===== config.mk =====
export PLATFORM = sky130hd
export DESIGN_NAME = sw_top
export DESIGN_NICKNAME = d
export VERILOG_FILES = /design/src/rtl/sw_pkg.sv /design/src/rtl/target_buffer.sv /design/src/rtl/target_feeder.sv /design/src/rtl/align_cell.sv /design/src/rtl/cell_array.sv /design/src/rtl/score_collector.sv /design/src/rtl/sw_top.sv
export SDC_FILE = /design/constraint.sdc
export NUM_CORES = 1
export LEC_CHECK = 0
export ABC_AREA = 1
export BUFFER_PORTS_ARGS = -buffer_cell sky130_fd_sc_hd__buf_2
export CAP_MARGIN = 40
export CORE_ASPECT_RATIO = 0.9
export CORE_MARGIN = 3
export CORE_UTILIZATION = 55
export DETAILED_ROUTE_END_ITERATION = 12
export MAX_ROUTING_LAYER = met4
export PLACE_DENSITY = 0.71
export RECOVER_POWER = 25
export SYNTH_ARGS = -nofsm -noshare
export SYNTH_HDL_FRONTEND = slang
export SYNTH_SLANG_ARGS = --single-unit

===== constraint.sdc =====
create_clock -name clk -period 13.8 [get_ports clk]
set_clock_uncertainty 0.05 [all_clocks]
set_input_delay 0.69 -clock clk [delete_from_list [all_inputs] [get_ports clk]]
set_output_delay 0.69 -clock clk [all_outputs]
set_load 0.05 [all_outputs]

===== src/rtl/sw_pkg.sv =====
package sw_pkg;

	// array and buffer sizes
	localparam int NUM_PE   = 4;
	localparam int T_MAX    = 16;
	localparam int T_CNT_W  = 5;
	localparam int T_ADDR_W = $clog2(T_MAX);
	localparam int SCORE_W  = 10;

	typedef logic [1:0] base_t;
	typedef logic signed [SCORE_W-1:0] score_t;

	// penalties are unsigned magnitudes
	typedef struct packed {
		base_t [NUM_PE-1:0] query;
		logic [3:0]         match;
		logic [3:0]         mismatch;
		logic [3:0]         gap_open;
		logic [3:0]         gap_ext;
	} align_cfg_t;

	// one row of the matrix moving right through the array
	typedef struct packed {
		logic   valid;
		logic   last;
		base_t  t;
		score_t h;
		score_t f;
	} cell_tok_t;

	typedef enum logic [1:0] {
		IDLE,
		LOAD_T,
		CALC,
		FINISH
	} ctrl_state_e;

	localparam align_cfg_t CFG_RESET = '{
		query:    '0,
		match:    4'd2,
		mismatch: 4'd1,
		gap_open: 4'd2,
		gap_ext:  4'd1
	};

endpackage


===== src/rtl/target_buffer.sv =====
`timescale 1ns/1ps

module target_buffer (
	input  logic                        clk,
	input  logic                        rst_n,
	input  logic                        i_clear,
	input  logic                        i_wr,
	input  sw_pkg::base_t               i_wr_base,
	input  logic [sw_pkg::T_ADDR_W-1:0] i_rd_addr,
	output sw_pkg::base_t               o_rd_base,
	output logic [sw_pkg::T_CNT_W-1:0]  o_count
);

	sw_pkg::base_t mem [sw_pkg::T_MAX];
	logic          full;

	assign full = (o_count == sw_pkg::T_CNT_W'(sw_pkg::T_MAX));

	always_ff @(posedge clk or negedge rst_n) begin
		if (!rst_n) begin
			o_count <= '0;
		end else if (i_clear) begin
			o_count <= '0;
		end else if (i_wr && !full) begin
			o_count <= o_count + sw_pkg::T_CNT_W'(1);
		end
	end

	// extra bases beyond the buffer depth are dropped
	always_ff @(posedge clk) begin
		if (i_wr && !i_clear && !full)
			mem[o_count[sw_pkg::T_ADDR_W-1:0]] <= i_wr_base;
	end

	assign o_rd_base = mem[i_rd_addr];

	a_count_max: assert property (@(posedge clk) disable iff (!rst_n)
		o_count <= sw_pkg::T_CNT_W'(sw_pkg::T_MAX));

endmodule


===== src/rtl/target_feeder.sv =====
`timescale 1ns/1ps

module target_feeder (
	input  logic                        clk,
	input  logic                        rst_n,
	input  logic                        i_start,
	input  logic [sw_pkg::T_CNT_W-1:0]  i_count,
	output logic [sw_pkg::T_ADDR_W-1:0] o_rd_addr,
	input  sw_pkg::base_t               i_rd_base,
	output sw_pkg::cell_tok_t           o_tok
);

	logic [sw_pkg::T_CNT_W-1:0] ptr;
	logic [sw_pkg::T_CNT_W-1:0] ptr_inc;
	logic                       active;
	logic                       emit;
	logic                       is_last;

	// ptr rests at zero between runs so the first read needs no setup
	assign o_rd_addr = ptr[sw_pkg::T_ADDR_W-1:0];
	assign ptr_inc   = ptr + sw_pkg::T_CNT_W'(1);
	assign emit      = i_start || active;
	assign is_last   = (ptr_inc == i_count);

	always_ff @(posedge clk or negedge rst_n) begin
		if (!rst_n) begin
			ptr    <= '0;
			active <= 1'b0;
			o_tok  <= '0;
		end else if (emit) begin
			o_tok.valid <= 1'b1;
			o_tok.last  <= is_last;
			o_tok.t     <= i_rd_base;
			// left boundary of the matrix
			o_tok.h     <= '0;
			o_tok.f     <= '0;
			if (is_last) begin
				ptr    <= '0;
				active <= 1'b0;
			end else begin
				ptr    <= ptr_inc;
				active <= 1'b1;
			end
		end else begin
			o_tok.valid <= 1'b0;
			o_tok.last  <= 1'b0;
		end
	end

	a_no_restart: assert property (@(posedge clk) disable iff (!rst_n)
		i_start |-> !active);

endmodule


===== src/rtl/align_cell.sv =====
`timescale 1ns/1ps

module align_cell (
	input  logic               clk,
	input  logic               rst_n,
	input  sw_pkg::base_t      i_query,
	input  sw_pkg::align_cfg_t i_cfg,
	input  sw_pkg::cell_tok_t  i_tok,
	output sw_pkg::cell_tok_t  o_tok
);

	sw_pkg::score_t diag_q;
	sw_pkg::score_t e_q;
	sw_pkg::score_t diag;
	sw_pkg::score_t h_up;
	sw_pkg::score_t e_up;
	sw_pkg::score_t gap_open;
	sw_pkg::score_t gap_ext;
	sw_pkg::score_t sub;
	sw_pkg::score_t e_new;
	sw_pkg::score_t f_new;
	sw_pkg::score_t h_new;
	logic           first;

	function automatic sw_pkg::score_t smax(input sw_pkg::score_t a, input sw_pkg::score_t b);
		return (a > b) ? a : b;
	endfunction

	// o_tok still holds the previous token, so its valid marks a run in progress
	assign first = i_tok.valid && !o_tok.valid;

	assign diag = first ? '0 : diag_q;
	assign h_up = first ? '0 : o_tok.h;
	assign e_up = first ? '0 : e_q;

	assign gap_open = sw_pkg::score_t'(i_cfg.gap_open);
	assign gap_ext  = sw_pkg::score_t'(i_cfg.gap_ext);
	assign sub      = (i_query == i_tok.t) ? sw_pkg::score_t'(i_cfg.match) :
		-sw_pkg::score_t'(i_cfg.mismatch);

	assign e_new = smax(h_up - gap_open, e_up - gap_ext);
	assign f_new = smax(i_tok.h - gap_open, i_tok.f - gap_ext);
	assign h_new = smax(smax(sw_pkg::score_t'(0), diag + sub), smax(e_new, f_new));

	always_ff @(posedge clk or negedge rst_n) begin
		if (!rst_n) begin
			o_tok <= '0;
		end else begin
			o_tok.valid <= i_tok.valid;
			o_tok.last  <= i_tok.valid && i_tok.last;
			if (i_tok.valid) begin
				o_tok.t <= i_tok.t;
				o_tok.h <= h_new;
				o_tok.f <= f_new;
			end
		end
	end

	// column state carried to the next row
	always_ff @(posedge clk) begin
		if (i_tok.valid) begin
			diag_q <= i_tok.h;
			e_q    <= e_new;
		end
	end

	a_h_nonneg: assert property (@(posedge clk) disable iff (!rst_n)
		o_tok.valid |-> (o_tok.h >= 0));

endmodule


===== src/rtl/cell_array.sv =====
`timescale 1ns/1ps

module cell_array (
	input  logic                      clk,
	input  logic                      rst_n,
	input  sw_pkg::align_cfg_t        i_cfg,
	input  sw_pkg::cell_tok_t         i_tok,
	output sw_pkg::score_t            o_score [sw_pkg::NUM_PE],
	output logic [sw_pkg::NUM_PE-1:0] o_score_valid,
	output logic                      o_last_out
);

	// tok[g] feeds cell g, tok[NUM_PE] leaves the array
	sw_pkg::cell_tok_t tok [sw_pkg::NUM_PE+1];

	assign tok[0] = i_tok;

	for (genvar g = 0; g < sw_pkg::NUM_PE; g++) begin : g_cell
		align_cell align_cell_i (
			.clk     (clk),
			.rst_n   (rst_n),
			.i_query (i_cfg.query[g]),
			.i_cfg   (i_cfg),
			.i_tok   (tok[g]),
			.o_tok   (tok[g+1])
		);

		assign o_score[g]       = tok[g+1].h;
		assign o_score_valid[g] = tok[g+1].valid;
	end

	assign o_last_out = tok[sw_pkg::NUM_PE].valid && tok[sw_pkg::NUM_PE].last;

endmodule


===== src/rtl/score_collector.sv =====
`timescale 1ns/1ps

module score_collector (
	input  logic                      clk,
	input  logic                      rst_n,
	input  logic                      i_start,
	input  sw_pkg::score_t            i_score [sw_pkg::NUM_PE],
	input  logic [sw_pkg::NUM_PE-1:0] i_score_valid,
	input  logic                      i_last_out,
	output sw_pkg::score_t            o_result,
	output logic                      o_done
);

	sw_pkg::score_t max_q;
	sw_pkg::score_t max_next;

	// fold every cell that fired this cycle into the running best
	always_comb begin
		max_next = max_q;
		for (int k = 0; k < sw_pkg::NUM_PE; k++) begin
			if (i_score_valid[k] && (i_score[k] > max_next))
				max_next = i_score[k];
		end
	end

	always_ff @(posedge clk or negedge rst_n) begin
		if (!rst_n) begin
			max_q    <= '0;
			o_result <= '0;
			o_done   <= 1'b0;
		end else begin
			o_done <= i_last_out;
			if (i_start)
				max_q <= '0;
			else
				max_q <= max_next;
			// result holds until the next run ends
			if (i_last_out)
				o_result <= max_next;
		end
	end

endmodule


===== src/rtl/sw_top.sv =====
`timescale 1ns/1ps

module sw_top (
	input  logic                clk,
	input  logic                rst_n,
	input  logic                i_set_t,
	input  logic                i_t_valid,
	input  sw_pkg::base_t       i_t,
	input  logic                i_t_last,
	input  sw_pkg::align_cfg_t  i_cfg,
	input  logic                i_cfg_valid,
	input  logic                i_start_cal,
	output logic                o_busy,
	output sw_pkg::score_t      o_result,
	output logic                o_valid
);

	sw_pkg::ctrl_state_e state_q;
	sw_pkg::ctrl_state_e state_d;
	sw_pkg::align_cfg_t  cfg_q;

	logic accept_load;
	logic accept_cal;
	logic start_q;
	logic buf_wr;
	logic done;

	logic [sw_pkg::T_CNT_W-1:0]  t_count;
	logic [sw_pkg::T_ADDR_W-1:0] rd_addr;
	sw_pkg::base_t               rd_base;
	sw_pkg::cell_tok_t           feed_tok;
	sw_pkg::score_t              cell_score [sw_pkg::NUM_PE];
	logic [sw_pkg::NUM_PE-1:0]   cell_valid;
	logic                        last_out;

	// a load request wins over a start in the same cycle
	assign accept_load = (state_q == sw_pkg::IDLE) && i_set_t;
	assign accept_cal  = (state_q == sw_pkg::IDLE) && !i_set_t && i_start_cal && (t_count != '0);
	assign buf_wr      = (state_q == sw_pkg::LOAD_T) && i_t_valid;

	always_comb begin
		state_d = state_q;
		case (state_q)
			sw_pkg::IDLE: begin
				if (accept_load)
					state_d = sw_pkg::LOAD_T;
				else if (accept_cal)
					state_d = sw_pkg::CALC;
			end
			sw_pkg::LOAD_T: begin
				if (i_t_valid && i_t_last)
					state_d = sw_pkg::IDLE;
			end
			sw_pkg::CALC: begin
				if (done)
					state_d = sw_pkg::FINISH;
			end
			default: state_d = sw_pkg::IDLE;
		endcase
	end

	always_ff @(posedge clk or negedge rst_n) begin
		if (!rst_n) begin
			state_q <= sw_pkg::IDLE;
			o_busy  <= 1'b0;
			start_q <= 1'b0;
			cfg_q   <= sw_pkg::CFG_RESET;
		end else begin
			state_q <= state_d;
			o_busy  <= (state_d != sw_pkg::IDLE);
			start_q <= accept_cal;
			// config stays frozen for the length of a run
			if (i_cfg_valid && (state_q != sw_pkg::CALC))
				cfg_q <= i_cfg;
		end
	end

	target_buffer target_buffer_i (
		.clk       (clk),
		.rst_n     (rst_n),
		.i_clear   (accept_load),
		.i_wr      (buf_wr),
		.i_wr_base (i_t),
		.i_rd_addr (rd_addr),
		.o_rd_base (rd_base),
		.o_count   (t_count)
	);

	target_feeder target_feeder_i (
		.clk       (clk),
		.rst_n     (rst_n),
		.i_start   (start_q),
		.i_count   (t_count),
		.o_rd_addr (rd_addr),
		.i_rd_base (rd_base),
		.o_tok     (feed_tok)
	);

	cell_array cell_array_i (
		.clk           (clk),
		.rst_n         (rst_n),
		.i_cfg         (cfg_q),
		.i_tok         (feed_tok),
		.o_score       (cell_score),
		.o_score_valid (cell_valid),
		.o_last_out    (last_out)
	);

	score_collector score_collector_i (
		.clk           (clk),
		.rst_n         (rst_n),
		.i_start       (start_q),
		.i_score       (cell_score),
		.i_score_valid (cell_valid),
		.i_last_out    (last_out),
		.o_result      (o_result),
		.o_done        (done)
	);

	assign o_valid = done;

	// result pulse comes from the array, the state comes from here
	a_valid_in_calc: assert property (@(posedge clk) disable iff (!rst_n)
		o_valid |-> (state_q == sw_pkg::CALC));

endmodule


Word level (Yosys, flattened, before mapping)
Memories as Yosys holds them, arrays and structs flattened. A register that Yosys moved wholly into a read port is not among the register bits. Cells that the tools add are included.

Multiplexer cells: 52. Eq/ne operators: 9. $lt $le $gt $ge: 24. Reductions and logical operators: 36. Add/sub/neg operators: 22.

Operators with widths (count): $mux W10 (40); $gt A10 B10 Y1 (19); $sub A10 B5 Y10 (14); $gt A1 B10 Y1 const A (4); $add A10 B10 Y10 (3); $logic_and A1 B1 Y1 (23); $mux W5 (3); $add A5 B1 Y5 const B (2); $mux W2 (5); $neg A4 Y10 (1); $sub A1 B4 Y5 const A (2); $eq A2 B2 Y1 (4); $logic_not A1 Y1 (8); $pmux W2 S3 (1); $eq A5 B5 Y1 (1); $eq A5 B5 Y1 const B (1); $gt A5 B5 Y1 (1); $reduce_bool A5 Y1 (1); $reduce_bool A2 Y1 (2); $mux W1 (3); $eq A2 B1 Y1 const B (1); $eq A2 B2 Y1 const B (1); $logic_not A2 Y1 (1); $ne A2 B2 Y1 const B (1); $logic_or A1 B1 Y1 (1).

Output and inout bits: 12. Word-level logic and storage cells: 188. Memories: 1. Bits of input ports: 33. Memory bits (writable): 32. Register bits: 216.

Memories: target_buffer_i.mem (depth 16, bits a word 2, rd ports 1, clocked after memory_dff 1, wr ports 1, RTL line target_buffer.sv:14) `sw_pkg::base_t mem [sw_pkg::T_MAX];`.

Longest topological paths before layout
Gate-level depths: netlist of the first run.

Depth in word-level cells: 13. Mapped depth: 53. Mapped depth without buffers: 50.

By module
Synthesis of the first run repeated with hierarchy kept, for this count alone.

Cell total of the unflattened synthesis: 3421. Area, all modules: 25628.3 um^2.

By module, submodules not included: align_cell at cell_array_i.g_cell[0].align_cell_i ... (seq. area each 1201.2 um^2, times used 3, area each 4805.9 um^2, cells an instance 655); align_cell at cell_array_i.g_cell[1].align_cell_i (seq. area each 1201.2 um^2, times used 1, area each 4762.1 um^2, cells an instance 651); score_collector (seq. area each 525.5 um^2, times used 1, area each 2648.8 um^2, cells an instance 378); target_buffer (seq. area each 1086.0 um^2, times used 1, area each 1830.5 um^2, cells an instance 193); sw_top (seq. area each 705.7 um^2, times used 1, area each 1177.4 um^2, cells an instance 132); target_feeder (seq. area each 250.2 um^2, times used 1, area each 784.5 um^2, cells an instance 100); cell_array (seq. area each 0.0 um^2, times used 1, area each 7.5 um^2, cells an instance 2).

Least setup slack after synthesis of the first run
OpenSTA, ideal clock, no wires.

Kind: flip-flop to flip-flop. From: register cell_array_i.g_cell[1].align_cell_i.o_tok[23] in the netlist's numbering. To: register cell_array_i.g_cell[2].align_cell_i.o_tok[10] in the netlist's numbering. Clock period less this slack: 7.697 ns. Data arrival time: 7.556 ns. Stages on the path, launching flop included: 47. Path buffers: 4. Library setup time: 0.091 ns. Data required time: 13.659 ns. Path slack: 6.103 ns. Path through: dfrtp_1 > buf_2 > inv_2 > nor2_1 > clkbuf_1 > nor2_1 > ha_1 > a21oi_1 > o21ai_0 > a211o_1 > nor2_1 > nand3_1 > xor2_1 > ha_1 > nand2_1 > nor2_1 > o211ai_1 > o2111ai_1 > [... 11 more ...] > and2_1 > inv_1 > clkbuf_1 > nand2_1 > o21ai_0 > ha_1 > inv_1 > nor2_1 > o211ai_1 > a21oi_1 > a211oi_1 > o21ai_0 > nand2_1 > a31oi_1 > inv_1 > nor2_1 > inv_1 > o221ai_1.

Longest elaborated chain between the ends: 9. Elaborated cells on any way between the ends: 15. Those cells by class: 3 x add/sub; 4 x order compare; 7 x mux; 1 x reduce/logical.

RTL lines: from (decl) (RTL line align_cell.sv:9) `output sw_pkg::cell_tok_t o_tok`; $logic_and A1 B1 Y1 * (RTL line align_cell.sv:30) `assign first = i_tok.valid && !o_tok.valid;`; $mux W10 (on tied branches) (RTL line align_cell.sv:33, align_cell.sv:34); $sub A10 B5 Y10 (RTL line align_cell.sv:41) `assign e_new = smax(h_up - gap_open, e_up - gap_ext);`; $gt A10 B10 Y1 (RTL line align_cell.sv:26) `return (a > b) ? a : b;`; $mux W10 * (RTL line align_cell.sv:26); net cell_array_i.g_cell[2].align_cell_i.e_new[9] (RTL line align_cell.sv:20) `sw_pkg::score_t e_new;`; $gt A10 B10 Y1 (RTL line align_cell.sv:26); $mux W10 * (RTL line align_cell.sv:26); $gt A10 B10 Y1 (RTL line align_cell.sv:26); $mux W10 * (RTL line align_cell.sv:26); to (decl) (RTL line align_cell.sv:9).

The timed path passes the listed nets; every way through them passes the cells marked *. A chain may end at the register's enable or synchronous reset.

Final worst setup path of the first run
From: register cell_array_i.g_cell[0].align_cell_i.o_tok[23] in the netlist's numbering. To: register cell_array_i.g_cell[1].align_cell_i.o_tok[13] in the netlist's numbering.

Longest elaborated chain between the ends: 9. Elaborated cells on any way between the ends: 15. Those cells by class: 3 x add/sub; 4 x order compare; 7 x mux; 1 x reduce/logical.

RTL lines (RTL line): from (decl) (align_cell.sv:9); $logic_and A1 B1 Y1 * (align_cell.sv:30); $mux W10 (on tied branches) (align_cell.sv:33, align_cell.sv:34); $sub A10 B5 Y10 (align_cell.sv:41); $gt A10 B10 Y1 (align_cell.sv:26); $mux W10 * (align_cell.sv:26); net cell_array_i.g_cell[1].align_cell_i.e_new[1] (align_cell.sv:20); $gt A10 B10 Y1 (align_cell.sv:26); $mux W10 * (align_cell.sv:26); $gt A10 B10 Y1 (align_cell.sv:26); $mux W10 * (align_cell.sv:26).

Marks and branches as above.

==> impl_metrics.env, run 1 <==
export IMPL_status="complete, but fails checks"
export IMPL_violations="max-capacitance violations, max-slew violations"
export IMPL_width_of_the_chip_um=210.6
export IMPL_post_cts_buffers=0
export IMPL_core_area_um2=36670
export IMPL_post_route_cells_drive_above_1_share_pct=7.299
export IMPL_postCtsResizedCells=0
export IMPL_max_clock_freq_mhz=110.6
export IMPL_final_global_route_overflow_total=0
export IMPL_crit_slowest_cell="nor2_2"
export IMPL_synth_async_reset_ratio_pct=58.37
export IMPL_fp_dieArea_um2=40040
export IMPL_crit_path_frequent_cell="nor2_1"
export IMPL_post_synth_top_count_cell="nand2_1"
export IMPL_avgViaCountPerCell=5.642
export IMPL_ctsHoldBuffers=0
export IMPL_postSynthRegisterBits=245
export IMPL_drt_pass1_iterations=6
export IMPL_netlist_area_leader_share_pct=17.27
export IMPL_final_util_pct=61.36
export IMPL_maxCapViolations=1
export IMPL_route_detailed_drc=0
export IMPL_antenna_violating_nets_post_route=0
export IMPL_start_util_pct=56.51
export IMPL_cts_tree="built"
export IMPL_rsz0062_at_grt="false"
export IMPL_timing_setup_tns_ns=0
export IMPL_cts_root_buf="clkbuf_16"
export IMPL_io_pins=45
export IMPL_post_drt_wl_per_cell_um=18.07
export IMPL_finalMaxSlewViolations=72
export IMPL_post_synth_cell_area_avg_um2=7.876
export IMPL_worst_slew_margin_rel_pct=-168.1
export IMPL_critical_path_arrival_ns=9.48
export IMPL_synth_distinct_cells=60
export IMPL_vias_in_the_first_global_route=17020
export IMPL_hpwl_after_detailed_placement_um=45350
export IMPL_synth_edf_count=102
export IMPL_worst_skew_pair_late_latency_ns=0.59
export IMPL_crit_required_ns=14.24
export IMPL_yosysTopAreaCell="ha_1"
export IMPL_worst_setup_path_end_kind="flip-flop"
export IMPL_path_max_fanout=43
export IMPL_ctsLongestPathBuffers=3
export IMPL_critPathMaxStageDelay_ns=0.68
export IMPL_globalplace_congestion=0.9764
export IMPL_grt_start_max_net_pins=72
export IMPL_dp_cells=3120
export IMPL_fin_crit_sh_pct=65.53
export IMPL_number_of_buffers_and_inverters_on_the_critical_path=7
export IMPL_port_buffers=44
export IMPL_cts_sink_count=245
export IMPL_post_synth_main_area_contributors="ha_1, dfrtp_1, edfxtp_1"
export IMPL_post_detailed_routing_wire_length_um=57380
export IMPL_path_class="flip-flop to flip-flop"
export IMPL_number_of_placement_rows=66
export IMPL_die_y_um=190.1
export IMPL_synth_commonest_cells="nand2_1, inv_1, ha_1"
export IMPL_tightest_slew_ns=4.022
export IMPL_clk_transition_reported_paths_ns=0.06
export IMPL_route_vias_total=17910
export IMPL_netlist_instances=2631
export IMPL_mappedNetlistArea_um2=20720
export IMPL_critical_path_top_delay_family="compound AO/OA/AOI/OAI gates"
export IMPL_finalSetupViolCount=0
export IMPL_ys_warn_count=0
export IMPL_num_antenna_cells=0
export IMPL_grt_antenna_before_repair=1
export IMPL_cts_inserted_buffers=29
export IMPL_part_of_the_yosys_area_used_for_sequential_elements_pct=32.08
export IMPL_cts_htree_levels=1
export IMPL_drt_first_iter_violations=1402
export IMPL_synth_top_flop_cell="dfrtp_1"
export IMPL_globalRouteTotalUtil_pct=29.33
export IMPL_worstHoldPathType="primary input to flip-flop"
export IMPL_fill_cell_instance_count_of_the_final_layout=3382
export IMPL_layout_cells_non_filler=3175
export IMPL_final_min_clock_period_ns=9.044
export IMPL_areaGrowthSynthToFinish_pct=8.568
export IMPL_fin_nets=3012
export IMPL_timing_final_hold_violations=0
export IMPL_global_route_wire_length_before_repair_um=90760
export IMPL_critical_path_startpoint_type="flip-flop"
## cells in the final DEF, fill, tap and decap left out, types with 8 or more instances in the layout
cell       Yosys  final
nand4_2       10     10
o21ai_0      160    160
buf_4          0     15
o22ai_1       14     14
clkbuf_16      0     29
inv_2         17     17
nor3_1        19     19
o21a_1        15     15
nand3_1       64     64
o221ai_1      33     33
nand4_1       25     25
edfxtp_1     102    102
o21bai_1       8      8
ha_1         286    286
nand2_2       11     11
dfrtp_1      139    139
a211oi_1      17     17
o21ai_1       67     67
buf_2          4     41
and2_1        14     14
nand3_2       15     15
or2_2          8      8
nor2_1       271    271
a21oi_1      115    115
o211ai_1      12     12
xor2_1        75     75
nand2_1      585    585
nand3b_1       9      9
nor4_1        11     11
xnor2_1       63     63
inv_1        329    329
mux2_2         9      9
fa_1          17     17
## through the flow
stage,setup slack [ns],cell area (um2),hold WS (ns)
after global placement,4.918,21440,0.3724
final,4.757,22500,0.2996
after CTS,4.845,22490,0.07012
after floorplan,6.103,20740,0.3444
after global routing,3.787,22500,0.2817
after detailed placement,4.879,21510,0.3803
## worst reg2reg max path: cells and delay by family (launching register included)
family / cells / cell delay, ns
xor+xnor: 2 / 0.45
flops: 1 / 0.32
fa+ha+maj: 5 / 1.44
buf+inv: 7 / 1.58
compound gates: 16 / 2.82
simple gates: 15 / 2.33
## registers in the layout (all words and copies together), names as in the netlist, 10 cells and up
register	cells
score_collector_i.max_q	10
cell_array_i.g_cell.align_cell_i.o_tok	79
score_collector_i.o_result	10
target_buffer_i.mem	32
cell_array_i.g_cell.align_cell_i.e_q	40
cfg_q	24
cell_array_i.g_cell.align_cell_i.diag_q	30
## cell families after synthesis
group	after synthesis	share of synthesized area (%)
simple gates	1059	21.93
compound gates	475	13.31
buf+inv	400	7.361
fa+ha+maj	303	18.91
flops	245	32.08
xor+xnor	139	5.912
mux	9	0.4891
other cells	1	0.01810
## final timing paths
| path | start | to | slack [ns] | depth (start not counted) |
|---|---|---|---|---|
| setup reg to reg | cell_array_i.g_cell[0].align_cell_i.o_tok[23] | cell_array_i.g_cell[1].align_cell_i.o_tok[13] | 4.76 | 45 |
| setup / recovery | cell_array_i.g_cell[0].align_cell_i.o_tok[23] | cell_array_i.g_cell[1].align_cell_i.o_tok[13] | 4.76 | 45 |
| hold / removal | i_cfg[17] | cfg_q[17] | 0.30 | 2 |
| min in group asynchronous | rst_n | cell_array_i.g_cell[1].align_cell_i.o_tok[7] | 1.44 | 1 |
| hold reg to reg | cell_array_i.g_cell[2].align_cell_i.o_tok[22] | cell_array_i.g_cell[3].align_cell_i.o_tok[22] | 0.39 | 2 |
| max in group asynchronous | rst_n | cfg_q[8] | 9.94 | 3 |
## per-layer routing
layer,routed length (um),part of all wire [%],vias up,GRT usage [%]
li1,-,-,8911,-
met1,26530,46,8384,40.23
met2,25400,44,512,45.12
met3,3696,6.4,107,4.716
met4,1755,3.1,0,8.756
met5,0,0,-,-
## cell type report
cell class                 instances  area, um2  share of cell area (%)
timing repair buffer              62      399.1                   1.774
clock inverter                    17      171.4                  0.7620
tap                              476      595.6                   2.647
clock buffer                      37      805.8                   3.582
inverter                         348       1306                   5.806
sequential                       245       6646                   29.54
multi-input combinational       1990      12570                   55.88
Power of run 1 is not shown: default switching activity piles up to over one toggle a cycle in this logic, so the estimate is an artifact.
==> inputs of run 2 (changes only) <==
--- a/config.mk
+++ b/config.mk
@@ -13,7 +13,7 @@
 export CORE_UTILIZATION = 55
 export DETAILED_ROUTE_END_ITERATION = 12
 export MAX_ROUTING_LAYER = met4
-export PLACE_DENSITY = 0.71
+export PLACE_DENSITY = 0.74
 export RECOVER_POWER = 25
 export SYNTH_ARGS = -nofsm -noshare
 export SYNTH_HDL_FRONTEND = slang
==> constraint.sdc (replaced) <==
create_clock -name clk -period 7.4 [get_ports clk]
set_clock_uncertainty 0.05 [all_clocks]
set_input_delay 0.37 -clock clk [delete_from_list [all_inputs] [get_ports clk]]
set_output_delay 0.37 -clock clk [all_outputs]
set_load 0.05 [all_outputs]
==> run 2 against run 1 <==
  * The flow still finishes with violations (max-capacitance violations, max-slew violations)
  * Cell area grew 7.6%
  * Flip-flop and latch count is the same
  * Via count grew 6.8%
  * Sequential share of layout area shrank 2.0 points
  * Maximum frequency grew 26%
  * Routed wire length grew 7.0%
  * Global-route usage grew 0.87 points
  * Die area is the same
  * Count of clock-buffer cells in the layout shrank 2
  * Largest cell class unchanged
==> impl_metrics.env, run 2 (synthesis gave the netlist of run 1 again) <==
export IMPL_worst_skew_pair_late_latency_ns=0.60
export IMPL_fp_dieArea_um2=40040
export IMPL_route_vias_total=19140
export IMPL_start_util_pct=56.51
export IMPL_detailed_place_area_um2=21910
export IMPL_crit_path_frequent_cell="nand2_1"
export IMPL_clk_transition_reported_paths_ns=0.06
export IMPL_post_detailed_routing_wire_length_um=61400
export IMPL_final_instance_area_um2=24200
export IMPL_dpl_worst_slack_ns=-0.04441
export IMPL_final_common_cell="nand2_1"
export IMPL_status="complete, but fails checks"
export IMPL_max_flop_register="cell_array_i.g_cell.align_cell_i.o_tok"
export IMPL_grt_start_max_net_pins=65
export IMPL_crit_slowest_cell="dfrtp_1"
export IMPL_dp_cells=3173
export IMPL_cts_inserted_buffers=28
export IMPL_post_route_cells_drive_above_1_share_pct=14.79
export IMPL_cts_tree="built"
export IMPL_maxCapViolations=2
export IMPL_ctsLongestPathBuffers=3
export IMPL_width_of_the_chip_um=210.6
export IMPL_worst_setup_path_end_kind="flip-flop"
export IMPL_final_cell_mix="nand2_1, inv_1, ha_1, nor2_1, dfrtp_1"
export IMPL_port_buffers=44
export IMPL_layout_cells_non_filler=3303
export IMPL_avgViaCountPerCell=5.793
export IMPL_critical_path_startpoint_type="flip-flop"
export IMPL_core_area_um2=36670
export IMPL_number_of_placement_rows=66
export IMPL_tightest_slew_ns=3.620
export IMPL_drt_pass1_iterations=6
export IMPL_critical_path_arrival_ns=7.64
export IMPL_cts_sink_count=245
export IMPL_vias_in_the_first_global_route=18060
export IMPL_largest_register_ff_count=79
export IMPL_critPathMaxStageDelay_ns=0.41
export IMPL_final_ws_setup_ns=0.2115
export IMPL_path_class="flip-flop to flip-flop"
export IMPL_drt_first_iter_violations=1646
export IMPL_max_clock_freq_mhz=139.1
export IMPL_fin_nets=3141
export IMPL_crit_required_ns=7.85
export IMPL_finalSetupViolCount=0
export IMPL_post_drt_wl_per_cell_um=18.59
export IMPL_path_max_fanout=8
export IMPL_timing_final_hold_violations=0
export IMPL_antenna_violating_nets_post_route=0
export IMPL_die_y_um=190.1
export IMPL_globalRouteTotalUtil_pct=30.19
export IMPL_finalMaxSlewViolations=90
export IMPL_rrSetupSlack_ns=0.21
export IMPL_globalplace_congestion=1.016
export IMPL_worst_slew_margin_rel_pct=-141.3
export IMPL_num_antenna_cells=0
export IMPL_final_global_route_overflow_total=0
export IMPL_hpwl_after_detailed_placement_um=46690
export IMPL_worstHoldPathType="primary input to flip-flop"
export IMPL_route_detailed_drc=0
export IMPL_final_min_clock_period_ns=7.188
export IMPL_violations="max-capacitance violations, max-slew violations"
export IMPL_cts_htree_levels=1
export IMPL_io_pins=45
export IMPL_areaGrowthSynthToFinish_pct=16.77
export IMPL_fin_crit_sh_pct=97.14
export IMPL_global_route_wire_length_before_repair_um=93610
export IMPL_cts_root_buf="clkbuf_16"
export IMPL_grt_antenna_before_repair=0
## run 2: cell types whose count changed in the layout (fill, tap and decap cells not counted), moves of 11 or more
cell,before,now
o21ai_1,67,84
buf_4,15,105
o21ai_2,0,23
nand2_1,585,568
inv_1,329,318
nand2_2,11,25
dlygate4sd3_1,0,17
o21ai_0,160,117
## run 2: worst max-delay path, delay by kind of cell, from the launching register on
family | cells | cell delay [ns]
AO/OA/AOI/OAI | 18 | 2.73
AND/OR/NAND/NOR | 14 | 1.51
XOR/XNOR | 2 | 0.48
buffers and inverters | 4 | 0.66
adder cells (fa/ha/maj) | 4 | 1.26
flip-flops | 1 | 0.41
## run 2: per-stage QoR
stage | util (%) | hold slack [ns] | TNS, ns
finish | 65.99 | 0.03707 | 0
global route | 65.99 | 0.01577 | -1.887
CTS | 62.95 | 0.01281 | 0
detailed placement | 59.75 | 0.2213 | -0.2733
global placement | 59.68 | 0.3724 | 0
floorplan | - | 0.02441 | 0
## run 2: area by class of cell
cell class | instances | area (um2)
clock inverters | 17 | 177.7
fillers | 3060 | 12470
well taps | 476 | 595.6
inverters | 348 | 1349
multi-input cells | 1992 | 13170
repair inverters | 1 | 5.005
repair buffers | 189 | 1433
flip-flops and latches | 245 | 6658
clock buffers | 35 | 809.5
## run 2: path summary, 6_finish.rpt
| path | start | endpoint | depth (start not counted) |
|---|---|---|---|
| setup / recovery | cfg_q[2] | cell_array_i.g_cell[1].align_cell_i.o_tok[14] | 42 |
| hold / removal | i_cfg[5] | cfg_q[5] | 3 |
| setup reg to reg | cfg_q[2] | cell_array_i.g_cell[1].align_cell_i.o_tok[14] | 42 |
| hold reg to reg | cell_array_i.g_cell[0].align_cell_i.o_tok[22] | cell_array_i.g_cell[1].align_cell_i.o_tok[22] | 2 |
| max in group asynchronous | rst_n | cell_array_i.g_cell[2].align_cell_i.o_tok[23] | 3 |
| min in group asynchronous | rst_n | cell_array_i.g_cell[1].align_cell_i.o_tok[7] | 2 |
## run 2: per-layer routing
layer	global-route usage, %	vias to the layer above	part of all wire (%)
met3	4.056	187	8.0
met1	40.82	8988	43
li1	-	9183	-
met4	9.760	0	3.9
met2	47.38	777	45
met5	-	-	0
## run 2: what timing repair did
action | 4_1_cts | 5_1_grt
setup buffers | 0 | 56
gates resized for setup | 6 | 193
endpoints found under the hold margin | 102 | 0
pin swaps | 0 | 58
endpoints found under the setup margin | 17 | 60
cloned | 0 | 5
hold buffers | 17 | 0
Power of run 2 is left out for the same reason.
